<file path="src/draw_pkg.sv">
/*
 * Drawing definitions for the VGA subsystem.
 * Colour type, palette constants and default rectangle size.
 */

`default_nettype none

package draw_pkg;

        // 12-bit colour, red in the top nibble and blue in the bottom
        typedef struct packed {
                logic [3:0] r;
                logic [3:0] g;
                logic [3:0] b;
        } rgb_t;

        localparam rgb_t COL_BLACK  = 12'h0_0_0;
        localparam rgb_t COL_GREY   = 12'h8_8_8;
        localparam rgb_t COL_YELLOW = 12'hf_f_0;
        localparam rgb_t COL_RED    = 12'hf_0_0;
        localparam rgb_t COL_GREEN  = 12'h0_f_0;
        localparam rgb_t COL_BLUE   = 12'h0_0_f;
        // Rectangle fill, kept distinct from the border colours
        localparam rgb_t COL_RECT   = 12'hf_8_c;

        // Rectangle size in pixels and lines
        localparam int DEF_RECT_W = 48;
        localparam int DEF_RECT_H = 64;

endpackage

`default_nettype wire

</file>
<file path="src/vga_pkg.sv">
/*
 * Raster timing definitions shared by the VGA subsystem.
 * Position width and type, plus default 1024x768 timing values.
 */

`default_nettype none

package vga_pkg;

        // Width of every position counter and position port
        localparam int POS_W = 12;

        typedef logic [POS_W-1:0] pos_t;

        // Horizontal timing in pixels, total 1344
        localparam int DEF_H_ACTIVE = 1024;
        localparam int DEF_H_FRONT  = 24;
        localparam int DEF_H_SYNC   = 136;
        localparam int DEF_H_BACK   = 160;

        // Vertical timing in lines, total 806
        localparam int DEF_V_ACTIVE = 768;
        localparam int DEF_V_FRONT  = 3;
        localparam int DEF_V_SYNC   = 6;
        localparam int DEF_V_BACK   = 29;

endpackage

`default_nettype wire
</file>
<file path="src/vga_top.sv">
/*
 * VGA subsystem top level.
 * Timing generator, background stage and rectangle stage in a chain.
 */

`timescale 1ns/1ps
`default_nettype none

module vga_top
        import vga_pkg::*;
        import draw_pkg::*;
#(
        parameter int H_ACTIVE = DEF_H_ACTIVE,
        parameter int H_FRONT  = DEF_H_FRONT,
        parameter int H_SYNC   = DEF_H_SYNC,
        parameter int H_BACK   = DEF_H_BACK,
        parameter int V_ACTIVE = DEF_V_ACTIVE,
        parameter int V_FRONT  = DEF_V_FRONT,
        parameter int V_SYNC   = DEF_V_SYNC,
        parameter int V_BACK   = DEF_V_BACK,
        parameter int RECT_W   = DEF_RECT_W,
        parameter int RECT_H   = DEF_RECT_H
) (
        input  logic pclk,
        input  logic rst,
        input  pos_t xpos,
        input  pos_t ypos,
        output logic hsync,
        output logic vsync,
        output rgb_t rgb
);

        // Raster position straight from the counters
        pos_t tim_hcount;
        pos_t tim_vcount;
        logic tim_hsync;
        logic tim_vsync;
        logic tim_hblnk;
        logic tim_vblnk;

        // One cycle later, with background colour
        pos_t bg_hcount;
        pos_t bg_vcount;
        logic bg_hsync;
        logic bg_vsync;
        logic bg_hblnk;
        logic bg_vblnk;
        rgb_t bg_rgb;

        vga_timing #(
                .H_ACTIVE (H_ACTIVE),
                .H_FRONT  (H_FRONT),
                .H_SYNC   (H_SYNC),
                .H_BACK   (H_BACK),
                .V_ACTIVE (V_ACTIVE),
                .V_FRONT  (V_FRONT),
                .V_SYNC   (V_SYNC),
                .V_BACK   (V_BACK)
        ) u_vga_timing (
                .pclk   (pclk),
                .rst    (rst),
                .hcount (tim_hcount),
                .vcount (tim_vcount),
                .hsync  (tim_hsync),
                .vsync  (tim_vsync),
                .hblnk  (tim_hblnk),
                .vblnk  (tim_vblnk)
        );

        draw_background #(
                .H_ACTIVE (H_ACTIVE),
                .V_ACTIVE (V_ACTIVE)
        ) u_draw_background (
                .pclk       (pclk),
                .rst        (rst),
                .hcount_in  (tim_hcount),
                .vcount_in  (tim_vcount),
                .hsync_in   (tim_hsync),
                .vsync_in   (tim_vsync),
                .hblnk_in   (tim_hblnk),
                .vblnk_in   (tim_vblnk),
                .hcount_out (bg_hcount),
                .vcount_out (bg_vcount),
                .hsync_out  (bg_hsync),
                .vsync_out  (bg_vsync),
                .hblnk_out  (bg_hblnk),
                .vblnk_out  (bg_vblnk),
                .rgb        (bg_rgb)
        );

        // Last stage, only sync and colour leave the chip
        draw_rect #(
                .RECT_W (RECT_W),
                .RECT_H (RECT_H)
        ) u_draw_rect (
                .pclk       (pclk),
                .rst        (rst),
                .xpos       (xpos),
                .ypos       (ypos),
                .hcount_in  (bg_hcount),
                .vcount_in  (bg_vcount),
                .hsync_in   (bg_hsync),
                .vsync_in   (bg_vsync),
                .hblnk_in   (bg_hblnk),
                .vblnk_in   (bg_vblnk),
                .rgb_in     (bg_rgb),
                .hcount_out (),
                .vcount_out (),
                .hsync_out  (hsync),
                .vsync_out  (vsync),
                .hblnk_out  (),
                .vblnk_out  (),
                .rgb        (rgb)
        );

endmodule

`default_nettype wire

</file>
<file path="src/draw_rect.sv">
/*
 * Rectangle overlay stage.
 * Draws a fixed-size rectangle at a position sampled once per frame.
 * Timing signals pass through with one cycle of delay.
 */

`timescale 1ns/1ps
`default_nettype none

module draw_rect
        import vga_pkg::*;
        import draw_pkg::*;
#(
        parameter int RECT_W = DEF_RECT_W,
        parameter int RECT_H = DEF_RECT_H
) (
        input  logic pclk,
        input  logic rst,

        input  pos_t xpos,
        input  pos_t ypos,

        input  pos_t hcount_in,
        input  pos_t vcount_in,
        input  logic hsync_in,
        input  logic vsync_in,
        input  logic hblnk_in,
        input  logic vblnk_in,
        input  rgb_t rgb_in,

        output pos_t hcount_out,
        output pos_t vcount_out,
        output logic hsync_out,
        output logic vsync_out,
        output logic hblnk_out,
        output logic vblnk_out,
        output rgb_t rgb
);

        // One extra bit so the far edge cannot wrap
        localparam logic [POS_W:0] RECT_W_EXT = (POS_W+1)'(RECT_W);
        localparam logic [POS_W:0] RECT_H_EXT = (POS_W+1)'(RECT_H);

        pos_t           x_latched;
        pos_t           y_latched;
        pos_t           x_cur;
        pos_t           y_cur;
        logic           frame_start;
        logic [POS_W:0] x_end;
        logic [POS_W:0] y_end;
        logic           in_rect;
        rgb_t           rgb_nxt;

        always_comb begin
                frame_start = (hcount_in == '0) && (vcount_in == '0);

                // Pixel (0,0) already uses the position sampled for its frame
                x_cur = frame_start ? xpos : x_latched;
                y_cur = frame_start ? ypos : y_latched;

                x_end = {1'b0, x_cur} + RECT_W_EXT;
                y_end = {1'b0, y_cur} + RECT_H_EXT;

                in_rect = (hcount_in >= x_cur) && ({1'b0, hcount_in} < x_end) &&
                          (vcount_in >= y_cur) && ({1'b0, vcount_in} < y_end);

                // Blanking clips whatever part falls outside the active area
                if (in_rect && !hblnk_in && !vblnk_in) begin
                        rgb_nxt = COL_RECT;
                end else begin
                        rgb_nxt = rgb_in;
                end
        end

        always_ff @(posedge pclk) begin
                if (rst) begin
                        x_latched <= '0;
                        y_latched <= '0;
                end else if (frame_start) begin
                        x_latched <= xpos;
                        y_latched <= ypos;
                end
        end

        always_ff @(posedge pclk) begin
                if (rst) begin
                        hcount_out <= '0;
                        vcount_out <= '0;
                        hsync_out  <= 1'b0;
                        vsync_out  <= 1'b0;
                        hblnk_out  <= 1'b0;
                        vblnk_out  <= 1'b0;
                        rgb        <= '0;
                end else begin
                        hcount_out <= hcount_in;
                        vcount_out <= vcount_in;
                        hsync_out  <= hsync_in;
                        vsync_out  <= vsync_in;
                        hblnk_out  <= hblnk_in;
                        vblnk_out  <= vblnk_in;
                        rgb        <= rgb_nxt;
                end
        end

        // Relies on the background stage blacking out the blanking interval
        a_black_in_blank: assert property (@(posedge pclk) disable iff (rst)
                (hblnk_out || vblnk_out) |-> (rgb == COL_BLACK))
                else $error("non-black colour during blanking");

endmodule

`default_nettype wire

</file>
<file path="src/draw_background.sv">
/*
 * Background drawing stage.
 * Grey field with a one-pixel coloured frame, black during blanking.
 * Timing signals pass through with one cycle of delay.
 */

`timescale 1ns/1ps
`default_nettype none

module draw_background
        import vga_pkg::*;
        import draw_pkg::*;
#(
        parameter int H_ACTIVE = DEF_H_ACTIVE,
        parameter int V_ACTIVE = DEF_V_ACTIVE
) (
        input  logic pclk,
        input  logic rst,

        input  pos_t hcount_in,
        input  pos_t vcount_in,
        input  logic hsync_in,
        input  logic vsync_in,
        input  logic hblnk_in,
        input  logic vblnk_in,

        output pos_t hcount_out,
        output pos_t vcount_out,
        output logic hsync_out,
        output logic vsync_out,
        output logic hblnk_out,
        output logic vblnk_out,
        output rgb_t rgb
);

        // Last visible column and row
        localparam pos_t X_LAST = pos_t'(H_ACTIVE - 1);
        localparam pos_t Y_LAST = pos_t'(V_ACTIVE - 1);

        rgb_t rgb_nxt;

        // Top and bottom lines win over the side columns at the corners
        always_comb begin
                if (hblnk_in || vblnk_in) begin
                        rgb_nxt = COL_BLACK;
                end else if (vcount_in == '0) begin
                        rgb_nxt = COL_YELLOW;
                end else if (vcount_in == Y_LAST) begin
                        rgb_nxt = COL_RED;
                end else if (hcount_in == '0) begin
                        rgb_nxt = COL_GREEN;
                end else if (hcount_in == X_LAST) begin
                        rgb_nxt = COL_BLUE;
                end else begin
                        rgb_nxt = COL_GREY;
                end
        end

        always_ff @(posedge pclk) begin
                if (rst) begin
                        hcount_out <= '0;
                        vcount_out <= '0;
                        hsync_out  <= 1'b0;
                        vsync_out  <= 1'b0;
                        hblnk_out  <= 1'b0;
                        vblnk_out  <= 1'b0;
                        rgb        <= '0;
                end else begin
                        hcount_out <= hcount_in;
                        vcount_out <= vcount_in;
                        hsync_out  <= hsync_in;
                        vsync_out  <= vsync_in;
                        hblnk_out  <= hblnk_in;
                        vblnk_out  <= vblnk_in;
                        rgb        <= rgb_nxt;
                end
        end

endmodule

`default_nettype wire

</file>
<file path="src/vga_timing.sv">
/*
 * Raster timing generator.
 * Pixel and line counters with registered sync and blanking levels.
 */

`timescale 1ns/1ps
`default_nettype none

module vga_timing
        import vga_pkg::*;
#(
        parameter int H_ACTIVE = DEF_H_ACTIVE,
        parameter int H_FRONT  = DEF_H_FRONT,
        parameter int H_SYNC   = DEF_H_SYNC,
        parameter int H_BACK   = DEF_H_BACK,
        parameter int V_ACTIVE = DEF_V_ACTIVE,
        parameter int V_FRONT  = DEF_V_FRONT,
        parameter int V_SYNC   = DEF_V_SYNC,
        parameter int V_BACK   = DEF_V_BACK
) (
        input  logic pclk,
        input  logic rst,
        output pos_t hcount,
        output pos_t vcount,
        output logic hsync,
        output logic vsync,
        output logic hblnk,
        output logic vblnk
);

        localparam int   H_TOTAL    = H_ACTIVE + H_FRONT + H_SYNC + H_BACK;
        localparam int   V_TOTAL    = V_ACTIVE + V_FRONT + V_SYNC + V_BACK;
        localparam pos_t H_LAST     = pos_t'(H_TOTAL - 1);
        localparam pos_t V_LAST     = pos_t'(V_TOTAL - 1);
        localparam pos_t H_BLNK_BEG = pos_t'(H_ACTIVE);
        localparam pos_t V_BLNK_BEG = pos_t'(V_ACTIVE);
        localparam pos_t H_SYNC_BEG = pos_t'(H_ACTIVE + H_FRONT);
        localparam pos_t V_SYNC_BEG = pos_t'(V_ACTIVE + V_FRONT);
        localparam pos_t H_SYNC_END = pos_t'(H_ACTIVE + H_FRONT + H_SYNC);
        localparam pos_t V_SYNC_END = pos_t'(V_ACTIVE + V_FRONT + V_SYNC);

        pos_t hcount_nxt;
        pos_t vcount_nxt;
        logic hsync_nxt;
        logic vsync_nxt;
        logic hblnk_nxt;
        logic vblnk_nxt;

        // Next position, then levels decoded from it so all outputs stay aligned
        always_comb begin
                if (hcount == H_LAST) begin
                        hcount_nxt = '0;
                        if (vcount == V_LAST) begin
                                vcount_nxt = '0;
                        end else begin
                                vcount_nxt = vcount + 1'b1;
                        end
                end else begin
                        hcount_nxt = hcount + 1'b1;
                        vcount_nxt = vcount;
                end

                hblnk_nxt = (hcount_nxt >= H_BLNK_BEG);
                vblnk_nxt = (vcount_nxt >= V_BLNK_BEG);
                hsync_nxt = (hcount_nxt >= H_SYNC_BEG) && (hcount_nxt < H_SYNC_END);
                vsync_nxt = (vcount_nxt >= V_SYNC_BEG) && (vcount_nxt < V_SYNC_END);
        end

        always_ff @(posedge pclk) begin
                if (rst) begin
                        hcount <= '0;
                        vcount <= '0;
                        hsync  <= 1'b0;
                        vsync  <= 1'b0;
                        hblnk  <= 1'b0;
                        vblnk  <= 1'b0;
                end else begin
                        hcount <= hcount_nxt;
                        vcount <= vcount_nxt;
                        hsync  <= hsync_nxt;
                        vsync  <= vsync_nxt;
                        hblnk  <= hblnk_nxt;
                        vblnk  <= vblnk_nxt;
                end
        end

        // Counter wraps before reaching the line total
        a_hcount_range: assert property (@(posedge pclk) disable iff (rst)
                hcount <= H_LAST)
                else $error("hcount ran past the end of the line");

        // Sync pulse sits inside the blanking interval
        a_hsync_in_blank: assert property (@(posedge pclk) disable iff (rst)
                hsync |-> hblnk)
                else $error("hsync asserted outside horizontal blanking");

endmodule

`default_nettype wire

</file>
<file path="config.mk">
export PLATFORM = sky130hd
export DESIGN_NAME = vga_top
export DESIGN_NICKNAME = d
export VERILOG_FILES = /design/src/draw_pkg.sv /design/src/vga_pkg.sv /design/src/vga_top.sv /design/src/draw_rect.sv /design/src/draw_background.sv /design/src/vga_timing.sv
export SDC_FILE = /design/constraint.sdc
export NUM_CORES = 1
export LEC_CHECK = 0
export BUFFER_PORTS_ARGS = -buffer_cell sky130_fd_sc_hd__buf_4
export CORE_MARGIN = 3
export CORE_UTILIZATION = 40
export DETAILED_ROUTE_END_ITERATION = 10
export PLACE_DENSITY_LB_ADDON = 0.15
export SLEW_MARGIN = 20
export SYNTH_ARGS = -nofsm -noshare
export SYNTH_HDL_FRONTEND = slang
export SYNTH_SLANG_ARGS = --single-unit
</file>
<file path="constraint.sdc">
create_clock -name pclk -period 4.4 [get_ports pclk]
set_input_delay 0.22 -clock pclk [delete_from_list [all_inputs] [get_ports pclk]]
set_output_delay 0.22 -clock pclk [all_outputs]
set_load 0.05 [all_outputs]
</file>
==> results of run 1 <==
sequential cells by signal, summed over array words and instances, names as in the netlist:
register / flops
u_draw_background.rgb: 6
u_draw_rect.x_latched: 12
u_draw_rect.hsync_out: 1
u_draw_background.hblnk_out: 1
u_draw_background.hcount_out: 12
u_draw_background.vsync_out: 1
u_vga_timing.vsync: 1
u_vga_timing.hsync: 1
u_draw_rect.y_latched: 12
u_vga_timing.vcount: 12
u_draw_background.hsync_out: 1
u_vga_timing.hcount: 12
u_draw_background.vblnk_out: 1
u_vga_timing.hblnk: 1
u_vga_timing.vblnk: 1
u_draw_rect.rgb: 7
u_draw_rect.vsync_out: 1
u_draw_background.vcount_out: 12
path summary, 6_finish.rpt:
kind,from,to,depth (start not counted)
setup reg to reg,u_draw_background.hcount_out[7],u_draw_rect.rgb[0],15
hold / removal,ypos[3],u_draw_rect.y_latched[3],3
hold reg to reg,u_draw_background.rgb[3],u_draw_rect.rgb[3],1
setup / recovery,u_draw_background.hcount_out[7],u_draw_rect.rgb[0],15
routing by layer:
metal  share of wire (%)  up-vias  GRT usage [%]
met2                  45       57           26.1
met3                 3.0       12           3.41
met1                  51     1854           23.4
met4                 1.3        0           5.93
met5                   0        -              0
li1                    -     2023              -
tightest hold or removal path: stages:
cell,delay (ns)
buf_4,0.08
mux2i_1,0.08
nor2_1,0.09
kinds of logic (layout without fill, tap and decap cells):
logic type	count (synthesis)	in the layout
other	0	1
muxes	31	31
AOI/OAI and AO/OA	90	90
adders and majority gates	46	46
DFF	95	95
buffers and inverters	45	73
xor gates and xnor gates	27	27
and+or+nand+nor	215	215
cells in the final DEF (no fill, tap or decap), types with 4 or more instances in the layout:
cell       netlist  routed
dfxtp_1         95      95
nor2_1          63      62
ha_1            46      46
buf_4            5      40
nor2b_1         30      30
mux2i_1         27      27
nand2_1         26      26
a21oi_1         21      21
inv_1           16      16
nand3_1         15      15
xnor2_1         15      15
nor3_1          15      15
nor4_1          12      12
xor2_1          12      12
nand4_1         10      10
o21ai_0         10      10
o21a_1          10      10
clkbuf_16        0       9
and3_1           8       8
and2_1           7       7
o2bb2ai_1        6       6
or4_1            5       5
mux2_2           4       4
o211ai_1         4       4
power by group through the flow:
stage	registers, mW	logic (mW)	clock network [mW]
final	0.904	0.269	0.812
after global routing	0.906	0.302	0.867
after CTS	0.904	0.270	0.833
after detailed placement	0.923	0.270	0
after global placement	0.923	0.265	0
after floorplan	0.926	0.190	0
layout make-up:
| type | count | area, µm² |
|---|---|---|
| antenna | 1 | 2.50 |
| fill | 1187 | 6390 |
| clock inverter | 3 | 40.0 |
| tap | 168 | 210 |
| clock buffer | 13 | 270 |
| inverter | 16 | 60.1 |
| sequential | 95 | 1900 |
| timing repair buffer | 41 | 312 |
| multi-input combinational | 409 | 2920 |
cells in the mapped netlist (all sizes together) (8+ instances only):
master,n
inv,16
nor2,63
buf,13
xor2,12
o21a,10
nor2b,30
xnor2,15
nor3,15
clkbuf,16
nand3,16
mux2i,27
ha,46
nand2,26
nor4,13
dfxtp,95
o21ai,10
a21oi,21
nand4,10
and3,8
metrics by stage:
stage / setup slack [ns] / hold WS, ns / cell area [µm²]
6_report: 0.383 / 0.167 / 5720
5_1_grt: 0.0526 / 0.173 / 5720
4_1_cts: 0.185 / 0.158 / 5700
3_5_place_dp: 0.206 / 0.421 / 5390
3_3_place_gp: 0.385 / 0.418 / 5390
2_1_floorplan: 0.290 / 0.393 / 5010
==> metrics.cfg, run 1 <==
[outcome]
status=finished, final reports clean

[synth]
synth_compound_area_share_pct=12.7
synth_area_um2=5010
synth-simple-area-share_pct=22.8
avgSynthCellArea_um2=9.13
yosysSeqAreaShare_pct=38.0
synth_top_family_by_area=simple AND/OR/NAND/NOR gates
syn_inst=549
synth_async_sr_flop_share_pct=0
synth_area_leader_cell=dfxtp_1
yosys_warnings=0
ys_types=63
synth.area.mux_share_pct=6.29
synthFlopType=dfxtp_1
synth-xor-area-share_pct=4.72
synth_top_area_share_pct=38.0
synth_edf_count=0
synthAdderAreaFrac_pct=11.5
synth_fp_nets=621
ys_seq_elements=95
yosys-top-cells-area=dfxtp_1, ha_1, mux2i_1, nor2_1, nor2b_1

[floorplan]
fp-row-count=40
die_area_um2=13900
die_x_um=118
ios=40
core-area_um2=12100
die_y_um=118
start_util_pct=41.4

[clock_network]
cts_sinks=95
cts_setup_buffers=0
cts_tree=done
clk_pin_slew_worst_paths_ns=0.07
ctsResizeCount=0
hold_buffers=0
ctsRootBufferMaster=clkbuf_16
clock_path_buffers=2
htree_levels=3
cts_made_buffers=9
clock_latency_ns=0.35

[drt]
drtPass1Iterations=4
drt-total-wl_um=11400
ant_nets=0
route.detailed.drc=0
first_iter_violations=252
wire_per_inst_um=15.3
via_per_inst=5.29
vias=3946

[worst_setup_path]
r2r_setup_slack_ns=0.38
max_stage_delay_ns=0.37
crit_family=compound AO/OA/AOI/OAI gates
critPathMaxFanout=15
cp-end-kind=flop
cpMostUsedCell=ha_1
crit_type=flop to flop
slowest_stage=a2111oi_0
start_kind=flop
arrival_ns=4.25
required_ns=4.63
path_cells=nor4_1 > nand4_1 > nor2_4 > buf_6 > mux2i_1 > inv_1 > ha_1 > nand2_1 > xnor2_1 > ha_1 > a2111oi_0 > o21ai_0 > o22ai_1 > o32ai_2 > o311a_1
crit_buf_inv=2

[power_and_ir_drop]
switching_share_pct=24.9
p_switching_mw=0.494
seq_power_share_pct=45.5
pwr-share-clk_pct=40.9
ir_worst_vdd_uv=189
p_leak_nw=2.45
power.total_mw=1.98
p_int_mw=1.49
power.density_nw_per_um2=347
combPwrFrac_pct=13.5

[cells_and_area]
syn2layout_area_growth_pct=14.1
fin_cells=746
final_util_pct=47.2
num-nets-final=644
drive_above_1_share_pct=12.3

[sta]
rsz0062_at_grt=no
finalCriticalPeriod_ns=4.02
finalMaxSlewViolations=0
fin_skew_ns=0.00861
tightest_slew_ns=0.912
hold_violations=0
min_period_over_period_pct=91.3
max_clock_freq_mhz=249
setup_viol=0
finalSetupTns_ns=0
slew-limit-headroom_pct=38.7

[global_route]
antenna_found_initial=0
grt_max_degree=73
grt_pass1_wl_um=19200
grt_overflow=0
grt_pass1_vias=3909
grtUsageTotal_pct=16.9

[placed_design]
placed_cells=729
finalWeightedCongestion=0.823
portBuffers=39
place_hpwl_um=8520

[min_path]
holdCritPathClass=input pin to flop

[job]
max_cap_violations=0

Power figures use the tool's default switching activity.
==> run 2, diff against run 1 <==
--- a/config.mk
+++ b/config.mk
@@ -5,6 +5,7 @@
 export SDC_FILE = /design/constraint.sdc
 export NUM_CORES = 1
 export LEC_CHECK = 0
+export ABC_AREA = 1
 export BUFFER_PORTS_ARGS = -buffer_cell sky130_fd_sc_hd__buf_4
 export CORE_MARGIN = 3
 export CORE_UTILIZATION = 40
==> run 2 against run 1 <==
  * Non-clock buffer count fell by 1
  * Register-to-register slack improved by 0.48 ns
  * Final area rose by 2.3%
  * Via count rose by 9.9%
  * Clock power fell by 2.6%
  * Clock skew fell by 0.0013 ns
  * Setup slack improved by 0.48 ns
  * Critical path type unchanged
  * Critical endpoint is now u_draw_rect.rgb[7]
==> metrics.cfg, run 2 <==
[drt]
vias=4335  ; +9.9%
via_per_inst=4.71  ; -11%
ant_nets=0  ; unchanged
wire_per_inst_um=12.2  ; -20%
drtPass1Iterations=4  ; unchanged
route.detailed.drc=0  ; unchanged
first_iter_violations=205  ; -19%
drt-total-wl_um=11200  ; -1.7%

[global_route]
grt_pass1_vias=4131  ; +5.7%
grtUsageTotal_pct=16.3  ; -0.56 points
grt_overflow=0  ; unchanged
grt_pass1_wl_um=19100  ; -0.32%
grt_max_degree=86  ; +18%
antenna_found_initial=0  ; unchanged

[sta]
min_period_over_period_pct=80.4  ; -11 points
finalCriticalPeriod_ns=3.54  ; -0.478 ns
layout_setup_ws_ns=0.861  ; +0.478 ns
finalSetupTns_ns=0  ; unchanged
hold_violations=0  ; unchanged
slew-limit-headroom_pct=42.7  ; +4.0 points
rsz0062_at_grt=no
fin_skew_ns=0.00730  ; -0.00131 ns
tightest_slew_ns=0.859  ; -0.0524 ns
setup_viol=0  ; unchanged
max_clock_freq_mhz=283  ; +14%
finalMaxSlewViolations=0  ; unchanged

[outcome]
status=finished, final reports clean

[cells_and_area]
fin_cells=920  ; +23%
n_antenna_cell=0  ; -1
syn2layout_area_growth_pct=13.5
layout_commonest_cell=nor2_1
num-nets-final=819  ; +27%
fin_area_um2=5850  ; +2.3%
mostFrequentLayoutCells=nor2_1, nand2_1, inv_1
drive_above_1_share_pct=10.8  ; -1.5 points

[worst_setup_path]
crit_type=flop to flop
required_ns=4.66  ; +0.03 ns
cp-end-kind=flop
arrival_ns=3.80  ; -0.45 ns
critPathMaxFanout=28  ; +13
start_kind=flop

[power_and_ir_drop]
power.density_nw_per_um2=342  ; -1.5%
ir_worst_vdd_uv=186  ; -1.8%
p_leak_nw=2.87  ; +17%
power.total_mw=2.00  ; +0.72%

[clock_network]
ctsResizeCount=0  ; unchanged
ctsRootBufferMaster=clkbuf_16
htree_levels=3  ; unchanged
cts_tree=done
clk_pin_slew_worst_paths_ns=0.07  ; about the same
cts_sinks=95  ; unchanged
hold_buffers=0  ; unchanged
cts_made_buffers=9  ; unchanged
clock_path_buffers=2  ; unchanged
clock_latency_ns=0.35  ; about the same
cts_setup_buffers=0  ; unchanged

[floorplan]
fp-row-count=40  ; unchanged
die_area_um2=14300  ; +2.7%
die_x_um=119  ; +1.3%
core-area_um2=12300  ; +1.7%
ios=40  ; unchanged
start_util_pct=41.8  ; +0.48 points
die_y_um=119  ; +1.3%

[synth]
ys_seq_elements=95  ; unchanged
avgSynthCellArea_um2=7.19  ; -21%
synth_edf_count=0  ; unchanged
synth_area_leader_cell=dfxtp_1
yosysMostFrequentCell=nor2_1
synth_area_um2=5150  ; +2.8%
yosysSeqAreaShare_pct=36.9  ; -1.0 points
synth_fp_nets=788  ; +27%
yosys-top-cells-area=dfxtp_1, ha_1, nor2_1, nand2_1, inv_1
yosys_warnings=0  ; unchanged
syn_inst=716  ; +30%
ys_types=38  ; -40%
synth_commonest_cells=nor2_1, nand2_1, inv_1
synth_top_area_share_pct=36.9  ; -1.0 points
synth_async_sr_flop_share_pct=0  ; unchanged
synthFlopType=dfxtp_1

[job]
max_cap_violations=0  ; unchanged

[min_path]
holdCritPathClass=input pin to flop

[placed_design]
placed_cells=904  ; +24%
finalWeightedCongestion=0.843  ; +2.5%
portBuffers=39  ; unchanged
place_area_um2=5550  ; +2.9%
place_hpwl_um=8450  ; -0.88%
place_ws_ns=0.848  ; +0.641 ns

run 2: changes by cell type after synthesis, moves of 9 or more:
cell / previous run / this run
nor4_1: 12 / 3
nand2_1: 26 / 131
xnor2_1: 15 / 0
nand3_1: 15 / 37
a21oi_1: 21 / 32
nor2_1: 63 / 135
nor2b_1: 30 / 0
inv_1: 16 / 106
mux2i_1: 27 / 8
nand4_1: 10 / 21
run 2: routing by layer:
metal / track usage, % / share of wire [%] / vias to the layer above
li1: - / - / 2330
met4: 5.37 / 1.2 / 0
met2: 24.9 / 43 / 60
met5: 0 / 0 / -
met1: 23.2 / 53 / 1937
met3: 3.09 / 3.3 / 8
run 2: kinds of logic (layout without fill, tap and decap cells):
family / count (synthesis) / after routing / share of synthesized area (%)
AND/OR/NAND/NOR: 361 / 361 / 31.2
buffers and inverters: 128 / 164 / 10.0
AO/OA/AOI/OAI: 66 / 66 / 7.12
adder cells (fa/ha/maj): 46 / 46 / 11.2
multiplexers: 8 / 8 / 1.55
XOR/XNOR: 12 / 12 / 2.04
flip-flops: 95 / 95 / 36.9
run 2: final timing paths:
check | from | slack [ns] | end | cells past startpoint
min reg2reg | u_draw_background.vsync_out | 0.41 | u_draw_rect.vsync_out | 2
min | ypos[4] | 0.14 | u_draw_rect.y_latched[4] | 3
max | u_draw_background.vcount_out[3] | 0.86 | u_draw_rect.rgb[7] | 22
max reg2reg | u_draw_background.vcount_out[3] | 0.86 | u_draw_rect.rgb[7] | 22
run 2: area by class of cell:
type | instances | area [µm²]
inverter | 108 | 405
sequential | 95 | 1900
clock inverter | 6 | 67.6
tap | 168 | 210
clock buffer | 10 | 229
fill | 1286 | 6460
multi-input combinational | 493 | 2730
timing repair buffer | 40 | 300
run 2: stage by stage:
stage	hold slack, ns	utilization [%]
6_report	0.137	47.5
5_1_grt	0.157	47.5
4_1_cts	0.128	47.5
3_5_place_dp	0.397	45.1
3_3_place_gp	0.397	45.1
2_1_floorplan	0.304	-
run 2: where the power goes:
group          internal [mW]  switching [mW]
clock network          0.444           0.347
registers              0.889         0.00937
logic                  0.113           0.197
run 2: critical path: stages (launching register included):
cell	delay (ns)
dfxtp_1	0.32
nor2_1	0.12
nand2_1	0.12
nor2_4	0.24
nand3_4	0.36
o21ai_1	0.45
ha_1	0.24
inv_1	0.05
nand3_2	0.10
nor2_4	0.05
xor2_1	0.15
ha_1	0.29
nand2_1	0.08
nor2_1	0.05
nor3_1	0.13
nand2_1	0.07
nand2_1	0.05
nand2_1	0.05
nand2_1	0.05
nand2_1	0.04
nand2_1	0.07
nand3_2	0.13
a21oi_1	0.21
==> run 3, diff against run 2 <==
--- a/config.mk
+++ b/config.mk
@@ -5,7 +5,7 @@
 export SDC_FILE = /design/constraint.sdc
 export NUM_CORES = 1
 export LEC_CHECK = 0
-export ABC_AREA = 1
+export ABC_AREA = 0
 export BUFFER_PORTS_ARGS = -buffer_cell sky130_fd_sc_hd__buf_4
 export CORE_MARGIN = 3
 export CORE_UTILIZATION = 40
==> constraint.sdc (replaced) <==
create_clock -name pclk -period 3.1 [get_ports pclk]
set_input_delay 0.155 -clock pclk [delete_from_list [all_inputs] [get_ports pclk]]
set_output_delay 0.155 -clock pclk [all_outputs]
set_load 0.05 [all_outputs]
==> run 3 against run 2 <==
  * The run now ends with negative setup slack left
  * Register-to-register slack got worse by 1.2 ns
  * Total power increased by 47%
  * Non-clock buffer count rose by 73
  * Clock skew is 0.00097 ns higher
  * Via count is 3.3% lower
  * Flip-flop and latch count did not move
==> metrics.cfg, run 3 (same netlist as run 1, synthesis figures left out) <==
[floorplan]
fp-row-count=40  ; unchanged
start_util_pct=41.4  ; -0.48 points
core-area_um2=12100  ; -1.6%
die_area_um2=13900  ; -2.6%
die_x_um=118  ; -1.3%
die_y_um=118  ; -1.3%
ios=40  ; unchanged

[worst_setup_path]
cp-end-kind=flop
slowest_stage=or4_4
required_ns=3.34  ; -1.32 ns
max_stage_delay_ns=0.49  ; +0.04 ns
crit_buf_inv=1  ; unchanged
start_kind=flop
cpMostUsedCell=a21oi_2
path_cells=nor4_2 > nand4_1 > nor2_4 > buf_12 > mux2i_4 > ha_4 > nor2_2 > a21oi_2 > xnor2_1 > ha_2 > or4_4 > a21oi_2 > o21ai_1 > o22ai_2 > o32ai_4 > o311a_1
crit_type=flop to flop
critPathMaxFanout=6  ; -79%
arrival_ns=3.68  ; -0.12 ns
crit_family=simple AND/OR/NAND/NOR gates

[cells_and_area]
mostFrequentLayoutCells=buf_4, dfxtp_1, nor2_1
syn2layout_area_growth_pct=29.2
num-nets-final=716  ; -13%
layout_commonest_cell=buf_4
n_fill_cell=1148  ; -11%
drive_above_1_share_pct=26.3  ; +16 points
final_util_pct=53.4  ; +5.9 points
n_antenna_cell=0  ; unchanged

[global_route]
grt_overflow=0  ; unchanged
grt_max_degree=73  ; -15%
grt_pass1_wl_um=20200  ; +5.8%
antenna_found_initial=0  ; unchanged
grt_pass1_vias=4312  ; +4.4%
grtUsageTotal_pct=17.7  ; +1.4 points

[placed_design]
portBuffers=39  ; unchanged
place_hpwl_um=8670  ; +2.6%
finalWeightedCongestion=0.840  ; -0.31%

[power_and_ir_drop]
p_switching_mw=0.776  ; +40%
p_leak_nw=2.83  ; -1.3%
ir_worst_vdd_uv=224  ; +20%
p_int_mw=2.16  ; +50%
combPwrFrac_pct=17.7  ; +2.2 points
seq_power_share_pct=43.7  ; -1.3 points
power.density_nw_per_um2=454  ; +33%
switching_share_pct=26.4  ; -1.2 points
pwr-share-clk_pct=38.6  ; -1.0 points

[sta]
min_period_over_period_pct=111  ; +30 points
rsz0062_at_grt=yes
fin_hold_ws_ns=0.0798  ; -0.0571 ns
max_clock_freq_mhz=291  ; +2.9%
fin_skew_ns=0.00827  ; +0.000968 ns
tightest_slew_ns=0.751  ; -0.108 ns
slew-limit-headroom_pct=49.4  ; +6.7 points
setup_viol=7  ; +7
layout_setup_ws_ns=-0.339  ; -1.20 ns
finalCriticalPeriod_ns=3.44  ; -0.101 ns
hold_violations=0  ; unchanged
finalMaxSlewViolations=0  ; unchanged

[min_path]
holdCritPathClass=input pin to flop

[clock_network]
cts_made_buffers=9  ; unchanged
cts_sinks=95  ; unchanged
hold_buffers=0  ; unchanged
ctsRootBufferMaster=clkbuf_16
clock_latency_ns=0.35  ; about the same
cts_tree=done
htree_levels=3  ; unchanged
clock_path_buffers=2  ; unchanged
clk_pin_slew_worst_paths_ns=0.07  ; about the same

[drt]
ant_nets=0  ; unchanged
via_per_inst=5.13  ; +8.9%
drt-total-wl_um=11800  ; +5.2%
vias=4191  ; -3.3%
route.detailed.drc=0  ; unchanged
drtPass1Iterations=4  ; unchanged
wire_per_inst_um=14.4  ; +18%
first_iter_violations=185  ; -9.8%

[job]
max_cap_violations=0  ; unchanged

[outcome]
violations=negative setup slack
status=complete, but fails checks

run 3: cell count changes in the layout (fill, tap and decap cells not counted), sizes merged, moves of 10 or more:
cell   previous run  this run
nor2b             0        30
inv             110        19
nand2           137        26
mux2i             8        27
nand3            40        16
xnor2             0        15
a21oi            32        21
buf              40       113
nor2            141        63
o21ai            22        10
nor4              3        13
nand4            21        10
run 3: layer usage:
| layer | global-route usage (%) | up-vias | share of wire [%] |
|---|---|---|---|
| met3 | 3.08 | 17 | 3.2 |
| met2 | 29.8 | 74 | 48 |
| met5 | 0 | - | 0 |
| met4 | 7.18 | 0 | 2.0 |
| li1 | - | 2172 | - |
| met1 | 22.4 | 1928 | 47 |
run 3: timing repair:
action / CTS / global route
endpoints found under the setup margin: 7 / 7
setup buffers: 5 / 5
pin swaps: 6 / 11
gates resized for setup: 30 / 8
run 3: worst paths after layout:
| path | start | endpoint | slack, ns | cells past startpoint |
|---|---|---|---|---|
| worst min register to register | u_draw_background.rgb[7] | u_draw_rect.rgb[7] | 0.43 | 1 |
| worst min-delay path | ypos[4] | u_draw_rect.y_latched[4] | 0.08 | 3 |
| worst max register to register | u_draw_background.hcount_out[3] | u_draw_rect.rgb[5] | -0.34 | 16 |
| worst max-delay path | u_draw_background.hcount_out[3] | u_draw_rect.rgb[5] | -0.34 | 16 |
run 3: through the flow:
stage / setup WS, ns / instance area (µm²) / total power [mW] / instances / setup TNS, ns
final: -0.339 / 6470 / 2.94 / 817 / -2.02
after global routing: -0.530 / 6470 / 3.08 / 817 / -3.42
after detailed placement: -0.421 / 5910 / 1.78 / 791 / -2.59
after floorplan: -0.401 / 5080 / 1.61 / 549 / -1.78
after global placement: -0.355 / 5910 / 1.77 / 791 / -2.25
after CTS: -0.292 / 6390 / 2.97 / 812 / -1.70
run 3: worst register-to-register path, cell delays in order (launching register included):
cell,delay [ns]
dfxtp_1,0.32
nor4_2,0.26
nand4_1,0.17
nor2_4,0.16
buf_12,0.15
mux2i_4,0.27
ha_4,0.20
nor2_2,0.06
a21oi_2,0.14
xnor2_1,0.08
ha_2,0.20
or4_4,0.49
a21oi_2,0.11
o21ai_1,0.08
o22ai_2,0.16
o32ai_4,0.14
o311a_1,0.32
run 3: final cells by class:
cell class / count / area (µm²) / share of cell area, %
Clock buffer: 9 / 225 / 3.48
Clock inverter: 7 / 77.6 / 1.20
Inverter: 16 / 60.1 / 0.928
Multi-Input combinational cell: 409 / 3110 / 48.0
Sequential cell: 95 / 1910 / 29.4
Tap cell: 168 / 210 / 3.25
Timing Repair Buffer: 113 / 883 / 13.7
run 3: power by group through the flow:
stage	sequential (mW)	combinational, mW	clock [mW]
finish	1.28	0.519	1.13
global route	1.29	0.577	1.22
CTS	1.28	0.513	1.17
detailed placement	1.31	0.467	0
global placement	1.31	0.459	0
floorplan	1.31	0.292	0
